==> src/logic/rv_pkg.sv <==
package rv_pkg;

	// data and address width
	localparam int XLEN = 32;

	typedef logic [XLEN-1:0] word_t;
	typedef logic [4:0]      reg_idx_t;

	// first fetch address after reset
	localparam word_t RESET_PC = 32'h8000_0000;

	// major opcodes, bits [6:0]
	localparam logic [6:0] OPC_LUI    = 7'b0110111;
	localparam logic [6:0] OPC_AUIPC  = 7'b0010111;
	localparam logic [6:0] OPC_JAL    = 7'b1101111;
	localparam logic [6:0] OPC_JALR   = 7'b1100111;
	localparam logic [6:0] OPC_BRANCH = 7'b1100011;
	localparam logic [6:0] OPC_OPIMM  = 7'b0010011;
	localparam logic [6:0] OPC_OP     = 7'b0110011;
	localparam logic [6:0] OPC_SYSTEM = 7'b1110011;

	// the only accepted system encoding
	localparam word_t EBREAK_WORD = 32'h0010_0073;

	// funct3 values for the integer groups
	localparam logic [2:0] F3_ADD  = 3'b000;
	localparam logic [2:0] F3_SLL  = 3'b001;
	localparam logic [2:0] F3_SLT  = 3'b010;
	localparam logic [2:0] F3_SLTU = 3'b011;
	localparam logic [2:0] F3_XOR  = 3'b100;
	localparam logic [2:0] F3_SR   = 3'b101;
	localparam logic [2:0] F3_OR   = 3'b110;
	localparam logic [2:0] F3_AND  = 3'b111;

	// funct3 values for jalr and branches
	localparam logic [2:0] F3_JALR = 3'b000;
	localparam logic [2:0] F3_BEQ  = 3'b000;
	localparam logic [2:0] F3_BNE  = 3'b001;

	typedef enum logic [3:0] {
		ALU_ADD,
		ALU_SUB,
		ALU_SLL,
		ALU_SLT,
		ALU_SLTU,
		ALU_XOR,
		ALU_SRL,
		ALU_SRA,
		ALU_OR,
		ALU_AND,
		// lui passes the immediate through
		ALU_PASS_B,
		ALU_NONE
	} alu_op_e;

	// decoder to execute
	typedef struct packed {
		word_t    pc;
		word_t    op_a;
		word_t    op_b;
		word_t    imm;
		alu_op_e  alu_op;
		logic     use_pc_a;
		logic     use_imm_b;
		logic     is_jal;
		logic     is_jalr;
		logic     is_branch;
		logic     branch_ne;
		reg_idx_t rd;
		logic     wen;
	} dec_t;

	// execute to register file and wb port
	typedef struct packed {
		logic     wen;
		reg_idx_t waddr;
		word_t    wdata;
	} wb_t;

	// execute to pc_counter
	typedef struct packed {
		logic  taken;
		word_t target;
	} redirect_t;

endpackage

==> src/logic/pc_counter.sv <==
module pc_counter (
	input  logic              clk,
	input  logic              rst,
	input  rv_pkg::redirect_t redirect_i,
	input  logic              ebreak_i,
	output rv_pkg::word_t     pc_o,
	output logic              halt_o
);

	import rv_pkg::*;

	word_t pc_q;
	word_t pc_next;
	word_t pc_seq;
	logic  halted_q;

	// sequential successor
	assign pc_seq = pc_q + 32'd4;

	// hold on ebreak and after it, otherwise follow redirect
	always_comb begin
		if (halted_q || ebreak_i) begin
			pc_next = pc_q;
		end else if (redirect_i.taken) begin
			pc_next = redirect_i.target;
		end else begin
			pc_next = pc_seq;
		end
	end

	always_ff @(posedge clk) begin
		if (!rst) begin
			pc_q     <= RESET_PC;
			halted_q <= 1'b0;
		end else begin
			pc_q <= pc_next;
			// sticky until reset
			if (ebreak_i) begin
				halted_q <= 1'b1;
			end
		end
	end

	assign pc_o   = pc_q;
	assign halt_o = halted_q;

endmodule

==> src/logic/register_file.sv <==
module register_file (
	input  logic             clk,
	input  logic             rst,
	input  rv_pkg::reg_idx_t raddr1_i,
	input  rv_pkg::reg_idx_t raddr2_i,
	input  rv_pkg::wb_t      wb_i,
	output rv_pkg::word_t    rdata1_o,
	output rv_pkg::word_t    rdata2_o
);

	import rv_pkg::*;

	// x1..x31, x0 has no storage
	word_t regs [1:31];

	always_ff @(posedge clk) begin
		if (!rst) begin
			for (int i = 1; i < 32; i++) begin
				regs[i] <= '0;
			end
		end else if (wb_i.wen && (wb_i.waddr != 5'd0)) begin
			// writes to x0 dropped here
			regs[wb_i.waddr] <= wb_i.wdata;
		end
	end

	// combinational reads, x0 reads zero
	always_comb begin
		if (raddr1_i == 5'd0) begin
			rdata1_o = '0;
		end else begin
			rdata1_o = regs[raddr1_i];
		end
	end

	always_comb begin
		if (raddr2_i == 5'd0) begin
			rdata2_o = '0;
		end else begin
			rdata2_o = regs[raddr2_i];
		end
	end

endmodule

==> src/logic/decoder.sv <==
module decoder (
	input  rv_pkg::word_t    inst_i,
	input  rv_pkg::word_t    pc_i,
	input  rv_pkg::word_t    rdata1_i,
	input  rv_pkg::word_t    rdata2_i,
	output rv_pkg::reg_idx_t raddr1_o,
	output rv_pkg::reg_idx_t raddr2_o,
	output rv_pkg::dec_t     dec_o,
	output logic             invalid_o,
	output logic             ebreak_o
);

	import rv_pkg::*;

	logic [6:0] opcode;
	logic [2:0] funct3;
	logic [6:0] funct7;
	reg_idx_t   rd;
	word_t      imm_i;
	word_t      imm_u;
	word_t      imm_j;
	word_t      imm_b;
	logic       valid;
	logic       ebreak;
	logic       f7_zero;
	logic       f7_alt;

	// funct3 to alu op, alt picks sub or sra
	function automatic alu_op_e alu_sel(input logic [2:0] f3, input logic alt);
		alu_op_e op;
		case (f3)
			F3_ADD:  op = alt ? ALU_SUB : ALU_ADD;
			F3_SLL:  op = ALU_SLL;
			F3_SLT:  op = ALU_SLT;
			F3_SLTU: op = ALU_SLTU;
			F3_XOR:  op = ALU_XOR;
			F3_SR:   op = alt ? ALU_SRA : ALU_SRL;
			F3_OR:   op = ALU_OR;
			default: op = ALU_AND;
		endcase
		return op;
	endfunction

	// field split
	assign opcode = inst_i[6:0];
	assign funct3 = inst_i[14:12];
	assign funct7 = inst_i[31:25];
	assign rd     = inst_i[11:7];

	// sources always read, unused ones ignored downstream
	assign raddr1_o = inst_i[19:15];
	assign raddr2_o = inst_i[24:20];

	// immediates, sign from bit 31
	assign imm_i = {{20{inst_i[31]}}, inst_i[31:20]};
	assign imm_u = {inst_i[31:12], 12'b0};
	assign imm_j = {{12{inst_i[31]}}, inst_i[19:12], inst_i[20], inst_i[30:21], 1'b0};
	assign imm_b = {{20{inst_i[31]}}, inst_i[7], inst_i[30:25], inst_i[11:8], 1'b0};

	// exact funct7 patterns for rv32 shifts and the OP group
	assign f7_zero = (funct7 == 7'b0000000);
	assign f7_alt  = (funct7 == 7'b0100000);

	always_comb begin
		valid  = 1'b0;
		ebreak = 1'b0;
		dec_o  = '0;
		dec_o.pc     = pc_i;
		dec_o.op_a   = rdata1_i;
		dec_o.op_b   = rdata2_i;
		dec_o.rd     = rd;
		dec_o.alu_op = ALU_NONE;
		case (opcode)
			OPC_LUI: begin
				valid           = 1'b1;
				dec_o.imm       = imm_u;
				dec_o.alu_op    = ALU_PASS_B;
				dec_o.use_imm_b = 1'b1;
				dec_o.wen       = 1'b1;
			end
			OPC_AUIPC: begin
				valid           = 1'b1;
				dec_o.imm       = imm_u;
				dec_o.alu_op    = ALU_ADD;
				dec_o.use_pc_a  = 1'b1;
				dec_o.use_imm_b = 1'b1;
				dec_o.wen       = 1'b1;
			end
			OPC_JAL: begin
				valid        = 1'b1;
				dec_o.imm    = imm_j;
				dec_o.is_jal = 1'b1;
				dec_o.wen    = 1'b1;
			end
			OPC_JALR: begin
				// target through the alu adder
				valid           = (funct3 == F3_JALR);
				dec_o.imm       = imm_i;
				dec_o.alu_op    = ALU_ADD;
				dec_o.use_imm_b = 1'b1;
				dec_o.is_jalr   = 1'b1;
				dec_o.wen       = 1'b1;
			end
			OPC_BRANCH: begin
				// beq and bne only
				valid           = (funct3 == F3_BEQ) || (funct3 == F3_BNE);
				dec_o.imm       = imm_b;
				dec_o.is_branch = 1'b1;
				dec_o.branch_ne = (funct3 == F3_BNE);
			end
			OPC_OPIMM: begin
				case (funct3)
					F3_SLL:  valid = f7_zero;
					F3_SR:   valid = f7_zero || f7_alt;
					default: valid = 1'b1;
				endcase
				// no subi, bit 30 only matters for srai
				dec_o.imm       = imm_i;
				dec_o.alu_op    = alu_sel(funct3, (funct3 == F3_SR) && funct7[5]);
				dec_o.use_imm_b = 1'b1;
				dec_o.wen       = 1'b1;
			end
			OPC_OP: begin
				// alternate funct7 only for sub and sra
				valid        = f7_zero ||
					(f7_alt && ((funct3 == F3_ADD) || (funct3 == F3_SR)));
				dec_o.alu_op = alu_sel(funct3, funct7[5]);
				dec_o.wen    = 1'b1;
			end
			OPC_SYSTEM: begin
				// exact ebreak word, nothing else here
				ebreak = (inst_i == EBREAK_WORD);
				valid  = ebreak;
			end
			default: begin
				valid = 1'b0;
			end
		endcase
		// unsupported encoding acts as a nop
		if (!valid) begin
			dec_o.wen       = 1'b0;
			dec_o.is_jal    = 1'b0;
			dec_o.is_jalr   = 1'b0;
			dec_o.is_branch = 1'b0;
		end
	end

	assign invalid_o = ~valid;
	assign ebreak_o  = ebreak;

endmodule

==> src/logic/execute.sv <==
module execute (
	input  rv_pkg::dec_t      dec_i,
	output rv_pkg::wb_t       wb_o,
	output rv_pkg::redirect_t redirect_o
);

	import rv_pkg::*;

	word_t alu_a;
	word_t alu_b;
	word_t alu_res;
	word_t link;
	word_t pc_imm;
	logic  equal;
	logic  branch_taken;

	// operand muxes
	assign alu_a = dec_i.use_pc_a ? dec_i.pc : dec_i.op_a;
	assign alu_b = dec_i.use_imm_b ? dec_i.imm : dec_i.op_b;

	always_comb begin
		case (dec_i.alu_op)
			ALU_ADD:    alu_res = alu_a + alu_b;
			ALU_SUB:    alu_res = alu_a - alu_b;
			// shift amount is the low five bits
			ALU_SLL:    alu_res = alu_a << alu_b[4:0];
			ALU_SRL:    alu_res = alu_a >> alu_b[4:0];
			ALU_SRA:    alu_res = $signed(alu_a) >>> alu_b[4:0];
			ALU_SLT: begin
				alu_res = {{(XLEN-1){1'b0}}, ($signed(alu_a) < $signed(alu_b))};
			end
			ALU_SLTU: begin
				alu_res = {{(XLEN-1){1'b0}}, (alu_a < alu_b)};
			end
			ALU_XOR:    alu_res = alu_a ^ alu_b;
			ALU_OR:     alu_res = alu_a | alu_b;
			ALU_AND:    alu_res = alu_a & alu_b;
			ALU_PASS_B: alu_res = alu_b;
			default:    alu_res = '0;
		endcase
	end

	// return address for jal and jalr
	assign link = dec_i.pc + 32'd4;

	// jal and branch target
	assign pc_imm = dec_i.pc + dec_i.imm;

	// branches compare the raw register values
	assign equal        = (dec_i.op_a == dec_i.op_b);
	assign branch_taken = dec_i.is_branch && (equal ^ dec_i.branch_ne);

	always_comb begin
		wb_o.wen   = dec_i.wen;
		wb_o.waddr = dec_i.rd;
		if (dec_i.is_jal || dec_i.is_jalr) begin
			wb_o.wdata = link;
		end else begin
			wb_o.wdata = alu_res;
		end
	end

	always_comb begin
		redirect_o.taken = dec_i.is_jal || dec_i.is_jalr || branch_taken;
		// jalr clears bit 0 of rs1 + imm
		if (dec_i.is_jalr) begin
			redirect_o.target = {alu_res[XLEN-1:1], 1'b0};
		end else begin
			redirect_o.target = pc_imm;
		end
	end

endmodule

==> src/logic/core_top.sv <==
module core_top (
	input  logic          clk,
	input  logic          rst,
	input  rv_pkg::word_t inst_i,
	output rv_pkg::word_t pc_o,
	output rv_pkg::wb_t   wb_o,
	output logic          invalid_o,
	output logic          halt_o
);

	import rv_pkg::*;

	// regfile read side
	reg_idx_t  raddr1;
	reg_idx_t  raddr2;
	word_t     rdata1;
	word_t     rdata2;

	// decode to execute
	dec_t      dec;
	logic      ebreak;

	// execute to pc
	redirect_t redirect;

	pc_counter i_pc_counter (
		.clk        (clk),
		.rst        (rst),
		.redirect_i (redirect),
		.ebreak_i   (ebreak),
		.pc_o       (pc_o),
		.halt_o     (halt_o)
	);

	// write port fed straight from execute
	register_file i_register_file (
		.clk      (clk),
		.rst      (rst),
		.raddr1_i (raddr1),
		.raddr2_i (raddr2),
		.wb_i     (wb_o),
		.rdata1_o (rdata1),
		.rdata2_o (rdata2)
	);

	decoder i_decoder (
		.inst_i    (inst_i),
		.pc_i      (pc_o),
		.rdata1_i  (rdata1),
		.rdata2_i  (rdata2),
		.raddr1_o  (raddr1),
		.raddr2_o  (raddr2),
		.dec_o     (dec),
		.invalid_o (invalid_o),
		.ebreak_o  (ebreak)
	);

	execute i_execute (
		.dec_i      (dec),
		.wb_o       (wb_o),
		.redirect_o (redirect)
	);

endmodule

==> config.mk <==
export PLATFORM = sky130hd
export DESIGN_NAME = core_top
export DESIGN_NICKNAME = d
export VERILOG_FILES = /design/src/logic/rv_pkg.sv /design/src/logic/pc_counter.sv /design/src/logic/register_file.sv /design/src/logic/decoder.sv /design/src/logic/execute.sv /design/src/logic/core_top.sv
export SDC_FILE = /design/constraint.sdc
export NUM_CORES = 2
export LEC_CHECK = 0
export BUFFER_PORTS_ARGS = -buffer_cell sky130_fd_sc_hd__buf_2
export CAP_MARGIN = 20
export CORE_UTILIZATION = 40
export CTS_CLUSTER_DIAMETER = 80
export DETAILED_ROUTE_END_ITERATION = 8
export SLEW_MARGIN = 10
export SYNTH_ARGS = -nofsm -noshare
export SYNTH_HDL_FRONTEND = slang
export SYNTH_HIERARCHICAL = 1
export SYNTH_SLANG_ARGS = --single-unit
==> constraint.sdc <==
create_clock -name clk -period 7.15 [get_ports clk]
set_input_delay 0.715 -clock clk [delete_from_list [all_inputs] [get_ports clk]]
set_output_delay 0.715 -clock clk [all_outputs]
set_load 0.02 [all_outputs]
==> flow_summary.ini <==
[outcome]
status = finished, violations left
violations = negative setup slack

[route]
dr.pass1.iters = 6
postRouteWirelength_mm = 308
drt-initial-drc-count = 8360
drc = 0
vias_per_cell = 6.45
dr_total_vias = 57500
ant_nets = 0
wl_per_cell_um = 34.6

[floorplan]
rows = 154
io_pins = 106
coreArea_um2 = 177000
initial_utilization = 0.404
die_area_um2 = 180000
dieWidth_um = 424
die_h_um = 424

[clock_tree]
cts_tree = yes
cts-root-buf = clkbuf_16
clockBufferDepth = 3
clkLatencyLatePin_ps = 780
h-tree-depth = 3
clk_pin_slew_ps = 60
cts_buffers = 110
clkSinkCount = 1057

[critical_path]
cp_max_fo = 45
path_common_cell = mux2i_1
cpPeakStageDelay_ps = 650
worstPathCellList = mux4_2 -> mux4_2 -> o22ai_2 -> nor3_1 -> mux2i_4 -> buf_4 -> mux2i_1 -> mux2i_1 -> mux2i_1 -> o21ai_0 -> o21ai_0 -> a221oi_1 -> buf_4 -> a21oi_4 -> buf_2
crit_family = multiplexers
critPathRequiredTime_ps = 6430
reg2reg_slack_ps = 890
endpoint_kind = output port
timing.rr.start = i_register_file/regs[30][0]
worstPathArrival_ps = 6530
r2r_end = i_register_file/regs[19][3]
path_buf_inv = 3
critPathKind = reg2out
critPathSlowestCell = o21ai_0
reg2reg_depth = 16
cp-start-kind = register

[final_layout]
finalInstanceArea_um2 = 84700
layout_commonest_cell = edfxtp_1
syn2layout_area_growth_pct = 18.7
fin_cells = 8910
drive_gt1_frac = 0.302
utilization = 0.480
nets = 6646
final_cell_mix = edfxtp_1, and2_1, buf_4

[logic_synthesis]
synth.avg_cell_area_um2 = 11.9
synth_edf_count = 1024
ys_types = 114
syn_area_um2 = 71400
synth_warnings = 6
synthSimpleGateAreaFrac = 0.152
yosysTopAreaCell = edfxtp_1
synth_top_family_by_area = multiplexers
synth_top_flop_cell = edfxtp_1
synthXorXnorAreaFrac = 0.0118
postSynthCellCount = 5975
ys_ff_latch = 1057
yosysTopAreaCellShare = 0.431
async_reset_ff_frac = 0
muxShareOfSynthArea = 0.214
ys_seq_area_frac = 0.440
synth_compound_area_frac = 0.103
yosys.area_share.adder = 0.0249
synthTopCellsByArea = edfxtp_1, mux4_2, and2_1, mux2i_1, ha_1

[timing]
rsz0062_at_grt = yes
hold_ws_ps = 305
finClkSkew_ps = 49.3
post-route-period-util = 1.01
max_freq_mhz = 138
maxSlewHeadroom = 0.179
finalWorstSetupSlack_ps = -97.2
layout_min_cycle_time_ps = 7250
finalMaxSlewViolations = 0
hold_viol = 0
fin_setup_tns_ps = -157
finalSetupViolCount = 3
worstMarginPinSlew_ps = 1230

[placement]
dp_hpwl_mm = 221
dp_slack_ps = -1200
placedCellCount = 8662
placed_area_um2 = 79900
portBuffers = 105
place_congestion = 1.07

[grt]
grt_antenna_before_repair = 14
grt-ovfl-total = 0
grt_usage = 0.335
grt_pass1_wl_mm = 428
first_global_vias = 55800
grt_max_degree = 67

[pwr]
p_leak_nw = 32.4
max-vdd-ir-drop_mv = 0.229
powerDensity_nw_per_um2 = 218
p_total_mw = 18.5

[min_path]
worstHoldPathCells = 2
worst_hold_path_type = in2reg
min_from = rst
min_to = i_pc_counter/pc_o[16]

[flow_run]
drv_cap = 0
cell families after synthesis:
family,after synthesis
DFF,1057
muxes,903
xor gates and xnor gates,96
AOI/OAI and AO/OA,1056
other,1
and+or+nand+nor,1934
buffers and inverters,788
adders and majority gates,140
worst max path at each step:
stage               slack [ps]                   startpoint  depth (start not counted)        to
floorplan                  230                   inst_i[22]                         23  wb_o[26]
global placement         -1300                   inst_i[18]                         22  wb_o[29]
detailed placement       -1200                   inst_i[15]                         25  wb_o[29]
CTS                       -110                   inst_i[21]                         24  wb_o[29]
global route               -20                   inst_i[21]                         24  wb_o[27]
finish                    -100  i_register_file/regs[30][0]                         15   wb_o[3]
cells in the mapped netlist (all sizes together), types with 37 or more instances:
cell,number
edfxtp,1024
and2,1017
mux4,476
clkbuf,371
mux2i,359
buf,291
nor2,245
nand2,228
a21oi,214
o21ai,156
ha,137
inv,123
nor3,122
o22ai,116
a211oi,76
nand3,72
xnor2,72
mux2,68
a22o,65
a21o,49
o221ai,45
o211ai,43
a2111oi,41
a22oi,41
nor2b,40
nand4,37
worst register-to-register path, cell delays in order (launching register included):
cell and delay, ps:
edfxtp_1 420, mux4_2 500, mux4_2 520, o22ai_2 220, nor3_1 160, mux2i_4 190, buf_4 630, mux2i_1 570
mux2i_1 240, mux2i_1 250, o21ai_0 220, o21ai_0 650, a221oi_1 240, buf_4 230, a21oi_4 460, buf_4 410
and2_1 220
layer usage:
metal,track usage,vias up,part of all wire
li1,-,23700,-
met1,0.431,29100,0.37
met2,0.510,3879,0.44
met3,0.0733,826,0.11
met4,0.217,6,0.077
met5,0,-,0.00011
sequential cells by signal, indices dropped and copies added, names as in the netlist:
register and cells:
i_pc_counter/halt_o 1, i_pc_counter/pc_o 32, i_register_file/regs 1024
area by class of cell:
| class | instances | area (um^2) |
|---|---|---|
| Timing Repair Buffer | 1016 | 8530 |
| Clock buffer | 134 | 2860 |
| Sequential cell | 1057 | 31400 |
| Multi-Input combinational cell | 4161 | 37700 |
| Antenna cell | 6 | 15.0 |
| Inverter | 126 | 474 |
| Fill cell | 15600 | 92000 |
| Tap cell | 2340 | 2930 |
| Clock inverter | 70 | 788 |
repair_timing:
item                       in CTS  in global routing
hold buffers                    0                  0
setup endpoints to repair      50                 23
pin swaps                       8                 15
resized for setup              53                 91
buffers inserted               12                 22
cloned                          1                  3
power by group:
| group | internal [mW] | switching (mW) | leakage (nW) | total (mW) |
|---|---|---|---|---|
| registers | 7.01 | 0.131 | 10.8 | 7.14 |
| logic | 2.09 | 3.34 | 19.8 | 5.43 |
| clock network | 3.39 | 2.55 | 1.77 | 5.94 |
Power figures use the tool's default switching activity.
